File: config.mk
export PLATFORM = sky130hd
export DESIGN_NAME = trng_health_top
export DESIGN_NICKNAME = d
export VERILOG_FILES = /design/src/hdl/trng_pkg.sv /design/src/hdl/run_detector.sv /design/src/hdl/window_counter.sv /design/src/hdl/calibration_controller.sv /design/src/hdl/entropy_packer.sv /design/src/hdl/trng_health_top.sv
export SDC_FILE = /design/constraint.sdc
export NUM_CORES = 1
export LEC_CHECK = 0
export BUFFER_PORTS_ARGS = -buffer_cell sky130_fd_sc_hd__buf_2
export CAP_MARGIN = 20
export CORE_MARGIN = 4
export CORE_UTILIZATION = 53
export CTS_BUF_LIST = sky130_fd_sc_hd__clkbuf_16
export DETAILED_ROUTE_END_ITERATION = 10
export PLACE_DENSITY_LB_ADDON = 0.2
export SLEW_MARGIN = 15
export SYNTH_ARGS = -nofsm -noshare
export SYNTH_HDL_FRONTEND = slang
export SYNTH_SLANG_ARGS = --single-unit
File: constraint.sdc
create_clock -name clk -period 2.5 [get_ports clk]
set_input_delay 0 -clock clk [delete_from_list [all_inputs] [get_ports clk]]
set_output_delay 0 -clock clk [all_outputs]
set_load 0.01 [all_outputs]
File: src/hdl/trng_pkg.sv
package trng_pkg;

    // default sizing, overridden from the top level
    parameter int DEF_WINDOW_LEN = 1024;
    parameter int DEF_C_INTER = 8;
    parameter int DEF_C_PERM = 16;
    parameter int DEF_WORD_W = 32;

    // width of one trim code
    parameter int TRIM_W = 6;

    // ones count holds a full window, so one bit wider than the sample index
    parameter int CNT_W = $clog2(DEF_WINDOW_LEN) + 1;

    // trim image, same bit order as the debug register
    typedef struct packed {
        logic [TRIM_W-1:0] n_trim;
        logic [TRIM_W-1:0] p_trim;
    } trim_t;

    // run detector results
    typedef struct packed {
        logic inter_fail;
        logic rep_fail;
        logic run_value;
        logic armed;
    } run_flags_t;

    // window end strobe and the ones count of that window
    typedef struct packed {
        logic done;
        logic [CNT_W-1:0] ones;
    } window_t;

    // ones share bands, lowest to highest
    typedef enum logic [2:0] {
        band_low3,
        band_low2,
        band_low1,
        band_good,
        band_high1,
        band_high2,
        band_high3
    } band_e;

endpackage

File: src/hdl/run_detector.sv
`timescale 1ns/1ps

module run_detector #(
    parameter int C_INTER = 8,
    parameter int C_PERM = 16
) (
    input  logic                  clk,
    input  logic                  rst,
    input  logic                  adc_in,
    input  logic                  full,
    output trng_pkg::run_flags_t  flags,
    output logic [C_PERM-1:0]     history
);

    // samples needed before the run checks are trusted
    localparam int ARM_SAMPLES = 32;
    localparam int ARM_W = $clog2(ARM_SAMPLES) + 1;

    logic [C_PERM-1:0] hist_q;
    logic [ARM_W-1:0]  arm_cnt;
    logic              armed;
    logic              inter_run;
    logic              rep_run;

    // newest sample enters at bit 0
    always_ff @(posedge clk) begin
        if (!rst) begin
            hist_q <= '0;
        end else if (!full) begin
            hist_q <= {hist_q[C_PERM-2:0], adc_in};
        end
    end

    // saturating count of accepted samples since reset
    always_ff @(posedge clk) begin
        if (!rst) begin
            arm_cnt <= '0;
        end else if (!full && !armed) begin
            arm_cnt <= arm_cnt + 1'b1;
        end
    end

    assign armed = (arm_cnt == ARM_W'(ARM_SAMPLES));

    // a run is all ones or all zeros over the checked span
    assign inter_run = (hist_q[C_INTER-1:0] == '1) || (hist_q[C_INTER-1:0] == '0);
    assign rep_run = (hist_q[C_PERM-2:0] == '1) || (hist_q[C_PERM-2:0] == '0);

    always_comb begin
        flags.inter_fail = armed && inter_run;
        flags.rep_fail = armed && rep_run;
        // latest bit is the run value whenever either check fires
        flags.run_value = hist_q[0];
        flags.armed = armed;
    end

    assign history = hist_q;

endmodule

File: src/hdl/window_counter.sv
`timescale 1ns/1ps

module window_counter #(
    parameter int WINDOW_LEN = 1024
) (
    input  logic                  clk,
    input  logic                  rst,
    input  logic                  adc_in,
    input  logic                  full,
    input  trng_pkg::run_flags_t  flags,
    input  logic                  perm_fail,
    output trng_pkg::window_t     result
);

    localparam int SW = $clog2(WINDOW_LEN);
    localparam int CW = trng_pkg::CNT_W;

    logic [SW-1:0] sample_cnt;
    logic [CW-1:0] ones_cnt;
    logic [CW-1:0] ones_q;
    logic          done_q;
    logic          restart;
    logic          last_sample;

    // any fault throws the partial window away
    assign restart = flags.inter_fail || perm_fail;
    assign last_sample = (sample_cnt == SW'(WINDOW_LEN - 1));

    always_ff @(posedge clk) begin
        if (!rst) begin
            sample_cnt <= '0;
            ones_cnt <= '0;
            done_q <= 1'b0;
        end else if (restart) begin
            sample_cnt <= '0;
            ones_cnt <= '0;
            done_q <= 1'b0;
        end else if (!full) begin
            // window length is a power of two, so the index wraps by itself
            sample_cnt <= sample_cnt + 1'b1;
            ones_cnt <= last_sample ? '0 : ones_cnt + CW'(adc_in);
            done_q <= last_sample;
        end else begin
            done_q <= 1'b0;
        end
    end

    // count of the window that just closed, including its last sample
    always_ff @(posedge clk) begin
        if (!restart && !full && last_sample) begin
            ones_q <= ones_cnt + CW'(adc_in);
        end
    end

    always_comb begin
        result.done = done_q;
        result.ones = ones_q;
    end

endmodule

File: src/hdl/calibration_controller.sv
`timescale 1ns/1ps

module calibration_controller #(
    parameter int WINDOW_LEN = 1024
) (
    input  logic                  clk,
    input  logic                  rst,
    input  logic                  full,
    input  logic                  debug_mode,
    input  logic [11:0]           spi_reg,
    input  trng_pkg::run_flags_t  flags,
    input  trng_pkg::window_t     result,
    output trng_pkg::trim_t       trim,
    output logic                  adaptive_fail,
    output logic                  locked
);

    localparam int CW = trng_pkg::CNT_W;
    localparam int TW = trng_pkg::TRIM_W;

    // upper bounds of each band as ones counts
    // a share that falls between two counts rounds up to the next whole count
    localparam logic [CW-1:0] TH_LOW3 = CW'(WINDOW_LEN / 8);
    localparam logic [CW-1:0] TH_LOW2 = CW'(WINDOW_LEN / 4);
    localparam logic [CW-1:0] TH_LOW1 = CW'((WINDOW_LEN * 45 + 99) / 100);
    localparam logic [CW-1:0] TH_GOOD = CW'((WINDOW_LEN * 55 + 99) / 100);
    localparam logic [CW-1:0] TH_HIGH1 = CW'(WINDOW_LEN * 3 / 4);
    localparam logic [CW-1:0] TH_HIGH2 = CW'(WINDOW_LEN * 7 / 8);

    trng_pkg::trim_t trim_q;
    trng_pkg::trim_t trim_next;
    trng_pkg::band_e band;
    logic            locked_q;
    logic            lock_next;
    logic            codes_maxed;

    // add a step and clamp at the top code
    function automatic logic [TW-1:0] sat_add(input logic [TW-1:0] code,
                                              input logic [1:0] step);
        logic [TW:0] sum;
        sum = {1'b0, code} + (TW+1)'(step);
        return sum[TW] ? '1 : sum[TW-1:0];
    endfunction

    always_comb begin
        if (result.ones < TH_LOW3) begin
            band = trng_pkg::band_low3;
        end else if (result.ones < TH_LOW2) begin
            band = trng_pkg::band_low2;
        end else if (result.ones < TH_LOW1) begin
            band = trng_pkg::band_low1;
        end else if (result.ones < TH_GOOD) begin
            band = trng_pkg::band_good;
        end else if (result.ones < TH_HIGH1) begin
            band = trng_pkg::band_high1;
        end else if (result.ones < TH_HIGH2) begin
            band = trng_pkg::band_high2;
        end else begin
            band = trng_pkg::band_high3;
        end
    end

    assign codes_maxed = (trim_q.n_trim == '1) && (trim_q.p_trim == '1);

    always_comb begin
        trim_next = trim_q;
        lock_next = locked_q;
        adaptive_fail = 1'b0;
        if (!full && flags.inter_fail) begin
            // push against the value of a stuck run
            if (codes_maxed) begin
                adaptive_fail = 1'b1;
            end else if (flags.run_value) begin
                trim_next.n_trim = sat_add(trim_q.n_trim, 2'd3);
            end else begin
                trim_next.p_trim = sat_add(trim_q.p_trim, 2'd3);
            end
        end else if (result.done && !flags.inter_fail) begin
            // a window closed by the last accepted sample still applies
            case (band)
                trng_pkg::band_low3:  trim_next.p_trim = sat_add(trim_q.p_trim, 2'd3);
                trng_pkg::band_low2:  trim_next.p_trim = sat_add(trim_q.p_trim, 2'd2);
                trng_pkg::band_low1:  trim_next.p_trim = sat_add(trim_q.p_trim, 2'd1);
                trng_pkg::band_good:  lock_next = 1'b1;
                trng_pkg::band_high1: trim_next.n_trim = sat_add(trim_q.n_trim, 2'd1);
                trng_pkg::band_high2: trim_next.n_trim = sat_add(trim_q.n_trim, 2'd2);
                trng_pkg::band_high3: trim_next.n_trim = sat_add(trim_q.n_trim, 2'd3);
                default:              lock_next = locked_q;
            endcase
        end
    end

    always_ff @(posedge clk) begin
        if (!rst) begin
            trim_q <= '0;
            locked_q <= 1'b0;
        end else if (debug_mode) begin
            // register image wins over every loop update
            trim_q <= trng_pkg::trim_t'(spi_reg);
        end else begin
            trim_q <= trim_next;
            locked_q <= lock_next;
        end
    end

    assign trim = trim_q;
    assign locked = locked_q;

endmodule

File: src/hdl/entropy_packer.sv
`timescale 1ns/1ps

module entropy_packer #(
    parameter int WORD_W = 32
) (
    input  logic              clk,
    input  logic              rst,
    input  logic              full,
    input  logic              locked,
    input  logic              bit_in,
    output logic [WORD_W-1:0] word,
    output logic              valid
);

    localparam int BW = $clog2(WORD_W);

    logic [WORD_W-1:0] shift_q;
    logic [WORD_W-1:0] shift_next;
    logic [BW-1:0]     bit_cnt;
    logic              take;
    logic              word_done;

    assign take = locked && !full;
    assign word_done = take && (bit_cnt == BW'(WORD_W - 1));

    // shifting left leaves the first bit at the msb
    assign shift_next = {shift_q[WORD_W-2:0], bit_in};

    always_ff @(posedge clk) begin
        if (!rst) begin
            bit_cnt <= '0;
            valid <= 1'b0;
        end else begin
            valid <= word_done;
            if (word_done) begin
                bit_cnt <= '0;
            end else if (take) begin
                bit_cnt <= bit_cnt + 1'b1;
            end
        end
    end

    always_ff @(posedge clk) begin
        if (take) begin
            shift_q <= shift_next;
        end
        if (word_done) begin
            word <= shift_next;
        end
    end

endmodule

File: src/hdl/trng_health_top.sv
`timescale 1ns/1ps

module trng_health_top #(
    parameter int WINDOW_LEN = trng_pkg::DEF_WINDOW_LEN,
    parameter int C_INTER = trng_pkg::DEF_C_INTER,
    parameter int C_PERM = trng_pkg::DEF_C_PERM,
    parameter int WORD_W = trng_pkg::DEF_WORD_W
) (
    input  logic              clk,
    input  logic              rst,
    input  logic              adc_in,
    input  logic              full,
    input  logic              debug_mode,
    input  logic [11:0]       spi_reg,
    output trng_pkg::trim_t   trim,
    output logic              perm_fail,
    output logic              locked,
    output logic [WORD_W-1:0] word,
    output logic              valid
);

    trng_pkg::run_flags_t flags;
    trng_pkg::window_t    result;
    logic [C_PERM-1:0]    history;
    logic                 adaptive_fail;
    logic                 perm_fail_q;

    run_detector #(
        .C_INTER (C_INTER),
        .C_PERM  (C_PERM)
    ) i_run_detector (
        .clk     (clk),
        .rst     (rst),
        .adc_in  (adc_in),
        .full    (full),
        .flags   (flags),
        .history (history)
    );

    window_counter #(
        .WINDOW_LEN (WINDOW_LEN)
    ) i_window_counter (
        .clk       (clk),
        .rst       (rst),
        .adc_in    (adc_in),
        .full      (full),
        .flags     (flags),
        .perm_fail (perm_fail_q),
        .result    (result)
    );

    calibration_controller #(
        .WINDOW_LEN (WINDOW_LEN)
    ) i_calibration_controller (
        .clk           (clk),
        .rst           (rst),
        .full          (full),
        .debug_mode    (debug_mode),
        .spi_reg       (spi_reg),
        .flags         (flags),
        .result        (result),
        .trim          (trim),
        .adaptive_fail (adaptive_fail),
        .locked        (locked)
    );

    // packer follows the newest bit of the history register
    entropy_packer #(
        .WORD_W (WORD_W)
    ) i_entropy_packer (
        .clk    (clk),
        .rst    (rst),
        .full   (full),
        .locked (locked),
        .bit_in (history[0]),
        .word   (word),
        .valid  (valid)
    );

    // repetition fault with no trim range left, kept until reset
    always_ff @(posedge clk) begin
        if (!rst) begin
            perm_fail_q <= 1'b0;
        end else if (flags.rep_fail && adaptive_fail) begin
            perm_fail_q <= 1'b1;
        end
    end

    assign perm_fail = perm_fail_q;

endmodule

==> out/qor.yml, run 1 <==
drt:
  vias: 4726
  first_pass_iters: 5
  drt_iter0_markers: 602
  ant_nets: 0
  vias_per_cell: 5.806
  totalWireLength_um: 13320
  routedWlPerCell_um: 16.36
  route.detailed.drc: 0
floorplan:
  top_level_ports: 64
  initial_utilization_pct: 54.60
  die_h_um: 116.9
  die_width_um: 116.9
  core_area_um2: 11520
  die_area_um2: 13670
  row_count: 39
cells_and_area:
  stdcell_count: 814
  antennaDiodeCount: 0
  syn_to_final_growth_pct: 18.55
  utilization_pct: 64.72
  drive_above_1_share_pct: 18.93
  fin_nets: 690
cts:
  htree_levels: 4
  cts_resized: 0
  postCtsSetupRepairBufs: 0
  clk_pin_slew_worst_paths_ns: 0.06
  clock-sinks: 137
  cts_buffers: 17
  cts_root_buf: "clkbuf_16"
  clk_latency_ns: 0.42
  cts_tree: "yes"
  postCtsHoldBufs: 15
  clk_path_buf_depth: 2
run_status:
  status: "finished, final reports clean"
worst_setup_path:
  cp_cell_sequence: "or4_4, nor2_8, o211ai_2, nand2b_1, a221oi_1, o31ai_1"
  cpLargestDelayFamily: "simple AND/OR/NAND/NOR gates"
  crit_cells: 6
  crit_path_end_kind: "flip-flop"
  startpoint_type: "flip-flop"
  max_stage_delay_ns: 0.59
  worstPathArrival_ns: 2.48
  required_ns: 2.83
  reg2regPathDepth: 6
  timing.critical_path.buf_inv: 0
  worst_path_max_delay_cell: "or4_4"
  path_class: "flip-flop to flip-flop"
  cp_max_fo: 13
grt:
  grt_antenna_before_repair: 0
  overflow: 0
  grt_max_degree: 36
  grt.total_usage_pct: 20.81
  first_global_vias: 4553
  grt_pass1_wl_um: 22270
placement:
  port_buffers: 63
  dp_hpwl_um: 9127
  gp_congestion: 0.9332
  placed_cells: 767
sta:
  period_needed_ns: 2.150
  hold_viol_final: 0
  clock_skew_ns: 0.008530
  slew_headroom_pct: 56.91
  period_share_pct: 85.99
  maxSlewViolCount: 0
  max_freq_ghz: 0.4652
  setup_violations: 0
  worstMarginPinSlew_ns: 0.6444
  rsz0062_at_grt: "no"
  final.setup.tns_ns: 0
yosys:
  syn_inst: 576
  yosysUniqueCellTypes: 66
  synth-edff-count: 74
  yosys_register_bits: 137
  netlist_area_um2: 6287
  syn_nets: 608
  yosysSeqAreaShare_pct: 55.40
  synth_area_per_cell_um2: 10.92
  synth_top_area_cell: "edfxtp_1"
  netlist_top_cells_area: "edfxtp_1 (35%), dfxtp_1 (20%), nor2_1 (3.2%), ha_1 (3.0%), nand3_1 (2.5%)"
  synthArstFlopShare_pct: 0
  synth_top_area_share_pct: 35.34
  ys_warn_count: 0
  synth_ff_type: "edfxtp_1"
power_and_ir_drop:
  ir_drop_uv: 420.5
  power_density_nw_per_um2: 674.9
  leakagePower_nw: 2.723
min_path:
  hp-class: "input pin to flip-flop"
  whs_path_depth: 3
run:
  drv_cap: 0
==> cell usage in the layout (no fill, tap or decap), types with 7 or more instances in the layout <==
cell type,synthesis,layout
a21oi_1,25,25
a221oi_1,7,7
a22oi_1,8,8
and3_1,8,8
buf_2,6,63
buf_4,2,14
clkbuf_16,0,17
dfxtp_1,63,63
dlygate4sd3_1,0,15
edfxtp_1,74,74
ha_1,15,15
inv_1,11,12
mux2i_1,15,15
nand2_1,36,36
nand2b_1,8,8
nand3_1,32,32
nand4_1,10,10
nor2_1,54,54
nor2b_1,23,23
o211ai_1,11,11
o21ai_0,26,26
xnor2_1,16,16
xor2_1,13,13
==> sequential cells by signal, indices dropped and copies added, names as in the netlist, 5 cells and up <==
register,cells
i_entropy_packer.word,32
i_calibration_controller.trim,12
i_window_counter.ones_q,11
i_run_detector.arm_cnt,6
i_entropy_packer.shift_q,31
i_entropy_packer.bit_cnt,5
i_window_counter.sample_cnt,10
i_window_counter.ones_cnt,11
i_run_detector.history,15
==> cell families (layout without fill, tap and decap cells) <==
| kind of cell | count (synthesis) | in the layout | synth area share, % |
|---|---|---|---|
| xor gates and xnor gates | 29 | 29 | 4.040 |
| buffers and inverters | 41 | 136 | 3.184 |
| AOI/OAI and AO/OA | 124 | 124 | 13.77 |
| DFF | 137 | 137 | 55.40 |
| and+or+nand+nor | 214 | 214 | 18.05 |
| muxes | 16 | 16 | 2.567 |
| adders and majority gates | 15 | 15 | 2.985 |
==> metrics by stage <==
stage          setup WS (ns)  hold WS [ns]  power (mW)  instance area [um^2]
2_1_floorplan         0.2357        0.1407       2.644                  6289
3_3_place_gp          0.4395        0.2509       2.727                  6749
3_5_place_dp          0.3740        0.2404       2.732                  6749
4_1_cts               0.3697      0.002730       5.074                  7453
5_1_grt               0.1473       0.04532       5.229                  7453
6_report              0.3502       0.01764       5.030                  7453
==> metal layers <==
layer	vias up	GRT usage [%]	part of all wire (%)
met5	-	0	0
met1	2220	27.15	44
met4	0	7.645	1.8
met2	176	33.03	48
li1	2305	-	-
met3	25	6.221	6.2
==> worst register-to-register path, cell delays in order, from the launching register on <==
cell and delay [ns]:
dfxtp_1 0.36, or4_4 0.59, nor2_8 0.15, o211ai_2 0.29
nand2b_1 0.29, a221oi_1 0.12, o31ai_1 0.26
==> worst paths after layout <==
check,start,slack (ns),to
max,i_run_detector.history[0],0.35,i_calibration_controller.trim[6]
min,debug_mode,0.02,i_calibration_controller.trim[3]
max reg2reg,i_run_detector.history[0],0.35,i_calibration_controller.trim[6]
min reg2reg,i_entropy_packer.shift_q[30],0.44,i_entropy_packer.word[31]
==> power breakdown <==
group / switching [mW] / leakage [nW] / internal, mW
Sequential: 0.0338 / 1.16 / 2.38
Combinational: 0.165 / 1.29 / 0.132
Clock: 0.956 / 0.273 / 1.37
Total: 1.15 / 2.72 / 3.88
==> cell usage after synthesis, drive strengths merged, types with 2 or more instances <==
| library cell | n |
|---|---|
| a21oi | 25 |
| or4 | 3 |
| o21a | 3 |
| clkbuf | 18 |
| a22oi | 8 |
| nor4b | 2 |
| a41oi | 3 |
| o31ai | 6 |
| dfxtp | 63 |
| a31oi | 3 |
| nand3 | 32 |
| o21ai | 28 |
| xor2 | 13 |
| nor4 | 4 |
| nor3 | 5 |
| and3 | 8 |
| o22ai | 6 |
| nand2b | 8 |
| a21boi | 5 |
| nand3b | 5 |
| or3 | 3 |
| buf | 12 |
| a21o | 2 |
| nor3b | 2 |
| nand2 | 36 |
| o221ai | 3 |
| xnor2 | 16 |
| inv | 11 |
| nand4 | 10 |
| a221oi | 7 |
| nor2b | 23 |
| o211ai | 14 |
| and2 | 7 |
| mux2i | 15 |
| nor2 | 56 |
| a41o | 2 |
| ha | 15 |
| or2 | 3 |
| edfxtp | 74 |
| and4 | 4 |
==> layout make-up <==
cell class	count	area (um^2)
Multi-Input combinational cell	398	2605
Inverter	11	41.29
Sequential cell	137	3483
Fill cell	923	4063
Tap cell	143	178.9
Timing Repair Buffer	93	590.6
Clock inverter	15	128.9
Clock buffer	17	425.4
Power figures use the tool's default switching activity.
==> run 2, diff against run 1 <==
CORE_UTILIZATION = 55   (was 53)
SKIP_CTS_REPAIR_TIMING = 1   (was default)
SKIP_LAST_GASP = 1   (was default)
clock period = 2.63 ns   (was 2.5 ns; I/O delays follow)
==> run 2 against run 1 <==
Effect of this change: global-route usage down 0.45 points; combinational power down 5%; sequential cell count unchanged; sequential share of layout area down 0.22 points; clock-buffer cell count unchanged; critical path depth unchanged; sequential power down 5%; core utilization up 3.2 points; worst hold slack better by 0.0043 ns; power up 1.6%; register-to-register slack better by 0.12 ns.
==> out/qor.yml, run 2 (synthesis gave the netlist of run 1 again) <==
worst_setup_path:
  startpoint_type: "flip-flop"
  cp_max_fo: 13  # unchanged
  worst_path_max_delay_cell: "nor2_1"
  rrSetupSlack_ns: 0.47  # +0.12 ns
  worstPathArrival_ns: 2.49  # about the same
  path_class: "flip-flop to flip-flop"
  r2r-start: "i_run_detector.history[0]"
  cp-startpoint: "i_run_detector.history[0]"
  cp_cell_sequence: "nand4_1, nor2_1, o211ai_2, nand2b_1, a221oi_1, o31ai_1"
  max_stage_delay_ns: 0.48  # -0.11 ns
  crit_path_end_kind: "flip-flop"
  required_ns: 2.96  # +0.13 ns
sta:
  rsz0062_at_grt: "no"
  fin_ws_ns: 0.4745  # +0.1243 ns
  clock_skew_ns: 0.006726  # -0.001804 ns
  hold_viol_final: 0  # unchanged
  setup_violations: 0  # unchanged
  worstMarginPinSlew_ns: 0.6383  # -0.006074 ns
  final.setup.tns_ns: 0  # unchanged
  period_needed_ns: 2.155  # +0.005672 ns
  max_freq_ghz: 0.4639  # -0.26%
  maxSlewViolCount: 0  # unchanged
  slew_headroom_pct: 57.32  # +0.41 points
  hold-worst-slack_ns: 0.02193  # +0.004285 ns
  period_share_pct: 81.96  # -4.0 points
power_and_ir_drop:
  leakagePower_nw: 2.734  # +0.40%
  ir_drop_uv: 796.2  # +89%
  power_density_nw_per_um2: 682.3  # +1.1%
cells_and_area:
  layout_common_cells: "edfxtp_1 (74), dfxtp_1 (63), buf_2 (63)"
  final_common_cell: "edfxtp_1"
  stdcell_count: 807  # -0.86%
  regArea_um2: 3483  # unchanged
  multi_input_area_um2: 2604  # about the same
  drive_above_1_share_pct: 18.74  # -0.19 points
  antennaDiodeCount: 0  # unchanged
  syn_to_final_growth_pct: 19.10
  largest_reg_flops: 32  # unchanged
  fin_nets: 686  # -0.58%
  n_fill_cell: 855  # -7.4%
  utilization_pct: 67.89  # +3.2 points
  regMostFlops: "i_entropy_packer.word"
drt:
  vias: 4691  # -0.74%
  ant_nets: 0  # unchanged
  first_pass_iters: 5  # unchanged
  totalWireLength_um: 12930  # -2.9%
  drt_iter0_markers: 373  # -38%
  route.detailed.drc: 0  # unchanged
  routedWlPerCell_um: 16.03  # -2.0%
  vias_per_cell: 5.813  # +0.12%
cts:
  cts_buffers: 17  # unchanged
  cts_root_buf: "clkbuf_16"
  clk_path_buf_depth: 2  # unchanged
  clock-sinks: 137  # unchanged
  clk_pin_slew_worst_paths_ns: 0.06  # about the same
  htree_levels: 4  # unchanged
  cts_tree: "yes"
  clk_latency_ns: 0.42  # about the same
min_path:
  min_from: "debug_mode"
  hp-class: "input pin to flip-flop"
floorplan:
  die_width_um: 114.9  # -1.7%
  row_count: 38  # -2.6%
  top_level_ports: 64  # unchanged
  core_area_um2: 11030  # -4.2%
  die_area_um2: 13210  # -3.4%
  die_h_um: 114.9  # -1.7%
  initial_utilization_pct: 57.00  # +2.4 points
grt:
  grt_antenna_before_repair: 0  # unchanged
  overflow: 0  # unchanged
  first_global_vias: 4261  # -6.4%
  grt_max_degree: 47  # +31%
  grt_pass1_wl_um: 21360  # -4.1%
  grt.total_usage_pct: 20.36  # -0.45 points
placement:
  placed_cells: 762  # -0.65%
  dp_hpwl_um: 8689  # -4.8%
  place_ws_ns: 0.5408  # +0.1668 ns
  gp_congestion: 0.9493  # +1.7%
  port_buffers: 63  # unchanged
run:
  drv_cap: 0  # unchanged
run_status:
  status: "finished, final reports clean"
-- run 2: cell type report --
cell class,count,area share [%]
Inverter,11,0.5514
Clock buffer,17,5.681
Tap cell,140,2.339
Clock inverter,15,2.891
Timing Repair Buffer,89,7.251
Multi-Input combinational cell,398,34.77
Sequential cell,137,46.52
-- run 2: worst max-delay path: cells and delay by family (launching register included) --
| kind | cells | cell delay [ns] |
|---|---|---|
| flops | 1 | 0.44 |
| compound gates | 3 | 0.76 |
| simple gates | 3 | 0.86 |
-- run 2: per-layer routing --
metal | GRT usage (%) | up-vias | part of all wire [%]
met4 | 7.121 | 0 | 1.1
met5 | 0 | - | 0
met3 | 4.947 | 14 | 5.8
met1 | 28.11 | 2214 | 45
met2 | 31.56 | 164 | 48
li1 | - | 2299 | -
-- run 2: power breakdown --
part	internal (mW)	switching (mW)	leakage, nW
Clock	1.61	0.933	0.304
Sequential	2.26	0.0304	1.16
Combinational	0.123	0.160	1.27
-- run 2: worst paths after layout --
check | to | depth (start not counted)
setup / recovery | i_calibration_controller.trim[6] | 6
hold / removal | i_calibration_controller.trim[3] | 3
setup reg to reg | i_calibration_controller.trim[6] | 6
hold reg to reg | i_entropy_packer.word[31] | 0
-- run 2: stage by stage --
| stage | instance area [um^2] | power [mW] |
|---|---|---|
| after detailed placement | 6716 | 2.597 |
| after global routing | 7488 | 5.292 |
| after CTS | 7358 | 5.142 |
| after global placement | 6716 | 2.589 |
| after floorplan | 6287 | 2.514 |
| final | 7488 | 5.109 |
==> run 3, diff against run 2 <==
clock period = 2.2 ns   (was 2.63 ns; I/O delays follow)
==> run 3 against run 2 <==
Effect of this change: register-to-register slack got worse by 0.35 ns; clock power increased by 18%; maximum frequency rose by 3.7%; die area did not move; sequential cell count unchanged; first-iteration DRC count increased by 1.6%; clock skew increased by 0.0033 ns; largest power group unchanged.
==> out/qor.yml, run 3 (synthesis gave the netlist of run 1 again) <==
cells_and_area:
  fin_nets: 703  # +2.5%
  regArea_um2: 3485  # about the same
  syn_to_final_growth_pct: 21.31
  largest_reg_flops: 32  # unchanged
  n_fill_cell: 825  # -3.5%
  layout_common_cells: "edfxtp_1 (74), buf_2 (63), dfxtp_1 (62)"
  finalInstanceArea_um2: 7627  # +1.9%
  antennaDiodeCount: 0  # unchanged
  final_common_cell: "edfxtp_1"
  multi_input_area_um2: 2614  # +0.38%
  regMostFlops: "i_entropy_packer.word"
  drive_above_1_share_pct: 20.76  # +2.0 points
placement:
  gp_congestion: 0.9722  # +2.4%
  placed_area_um2: 6839  # +1.8%
  dp_hpwl_um: 9436  # +8.6%
  port_buffers: 63  # unchanged
worst_setup_path:
  r2r-start: "i_calibration_controller.trim[7]"
  max_stage_delay_ns: 0.51  # +0.03 ns
  cp_cell_sequence: "ha_1, nand3_1, a222oi_1, nand2_1, o21ai_0, o221ai_1, a41o_1"
  path_class: "flip-flop to flip-flop"
  worstPathArrival_ns: 2.39  # -0.10 ns
  cp_max_fo: 7  # -6
  rrSetupSlack_ns: 0.12  # -0.35 ns
  cp-startpoint: "i_calibration_controller.trim[7]"
  startpoint_type: "flip-flop"
  worst_path_max_delay_cell: "dfxtp_1"
  crit_path_end_kind: "flip-flop"
  required_ns: 2.51  # -0.45 ns
drt:
  routedWlPerCell_um: 16.84  # +5.1%
  ant_nets: 0  # unchanged
  vias: 4845  # +3.3%
  route.detailed.drc: 0  # unchanged
  first_pass_iters: 5  # unchanged
  drt_iter0_markers: 379  # +1.6%
  totalWireLength_um: 13880  # +7.3%
  vias_per_cell: 5.880  # +1.2%
grt:
  grt_max_degree: 47  # unchanged
  first_global_vias: 4739  # +11%
  grt_pass1_wl_um: 23220  # +8.7%
  overflow: 0  # unchanged
  grt_antenna_before_repair: 0  # unchanged
  grt.total_usage_pct: 22.36  # +2.0 points
floorplan:
  die_area_um2: 13210  # unchanged
  initial_utilization_pct: 57.00  # unchanged
  row_count: 38  # unchanged
  core_area_um2: 11030  # unchanged
  die_width_um: 114.9  # unchanged
  top_level_ports: 64  # unchanged
  die_h_um: 114.9  # unchanged
sta:
  hold_viol_final: 0  # unchanged
  max_freq_ghz: 0.4813  # +3.7%
  slew_headroom_pct: 59.90  # +2.6 points
  maxSlewViolCount: 0  # unchanged
  clock_skew_ns: 0.01003  # +0.003309 ns
  period_needed_ns: 2.078  # -0.07786 ns
  final.setup.tns_ns: 0  # unchanged
  worstMarginPinSlew_ns: 0.5997  # -0.03859 ns
  setup_violations: 0  # unchanged
  period_share_pct: 94.44  # +12 points
  rsz0062_at_grt: "no"
min_path:
  hp-class: "input pin to flip-flop"
  min_from: "spi_reg[6]"
cts:
  cts_root_buf: "clkbuf_16"
  cts_tree: "yes"
  clk_path_buf_depth: 2  # unchanged
  clk_latency_ns: 0.42  # about the same
  clock-sinks: 137  # unchanged
  htree_levels: 4  # unchanged
  cts_buffers: 17  # unchanged
  clk_pin_slew_worst_paths_ns: 0.06  # about the same
power_and_ir_drop:
  p_int_mw: 4.753  # +19%
  ir_drop_uv: 788.5  # -0.96%
  leakagePower_nw: 2.806  # +2.6%
  power.share.clock_pct: 49.2  # -0.5 points
  p_switching_mw: 1.328  # +18%
  power_density_nw_per_um2: 797.3  # +17%
  netSwitchingFraction_pct: 21.83  # -0.15 points
  p_seq_share_pct: 45.0  # +0.2 points
  pwr-share-comb_pct: 5.8  # +0.3 points
run_status:
  status: "finished, final reports clean"
run:
  drv_cap: 0  # unchanged
## run 3: metrics by stage
| stage | util [%] | instances | setup WS (ns) | hold WS (ns) | power (mW) |
|---|---|---|---|---|---|
| floorplan | - | 576 | 0.1918 | 0.1407 | 3.005 |
| global placement | 62.00 | 776 | 0.1789 | 0.2423 | 3.106 |
| detailed placement | 62.00 | 776 | 0.09595 | 0.2516 | 3.115 |
| CTS | 67.67 | 808 | 0.07294 | -0.1902 | 6.106 |
| global route | 69.15 | 824 | 0.01415 | 0.005153 | 6.304 |
| finish | 69.15 | 824 | 0.1224 | 0.006831 | 6.081 |
## run 3: worst paths after layout
check	cells past startpoint	endpoint
hold / removal	3	i_calibration_controller.trim[6]
hold reg to reg	0	i_entropy_packer.word[31]
setup / recovery	7	i_calibration_controller.trim[10]
setup reg to reg	7	i_calibration_controller.trim[10]
## run 3: final cells by class
class,instances,share of cell area [%]
clock inverters,15,2.625
inverters,11,0.5906
well taps,140,2.297
flip-flops and latches,137,45.69
repair buffers,106,8.957
clock buffers,17,5.577
multi-input cells,398,34.27
## run 3: routing by layer
metal,routed length [um],track usage (%),vias to the layer above
met4,242,9.390,0
li1,-,-,2327
met5,0,0,-
met1,6077,29.53,2327
met2,6747,35.49,164
met3,808,5.316,27
## run 3: worst max-delay path, delay by kind of cell, from the launching register on
kind | cells | cell delay, ns
AND/OR/NAND/NOR | 2 | 0.19
adder cells (fa/ha/maj) | 1 | 0.36
AO/OA/AOI/OAI | 4 | 0.90
flip-flops | 1 | 0.51
## run 3: power by group through the flow
stage / logic, mW / registers, mW / clock network [mW]
2_1_floorplan: 0.213 / 2.79 / 0
3_3_place_gp: 0.319 / 2.79 / 0
3_5_place_dp: 0.326 / 2.79 / 0
4_1_cts: 0.329 / 2.73 / 3.04
5_1_grt: 0.392 / 2.74 / 3.17
6_report: 0.353 / 2.74 / 2.99
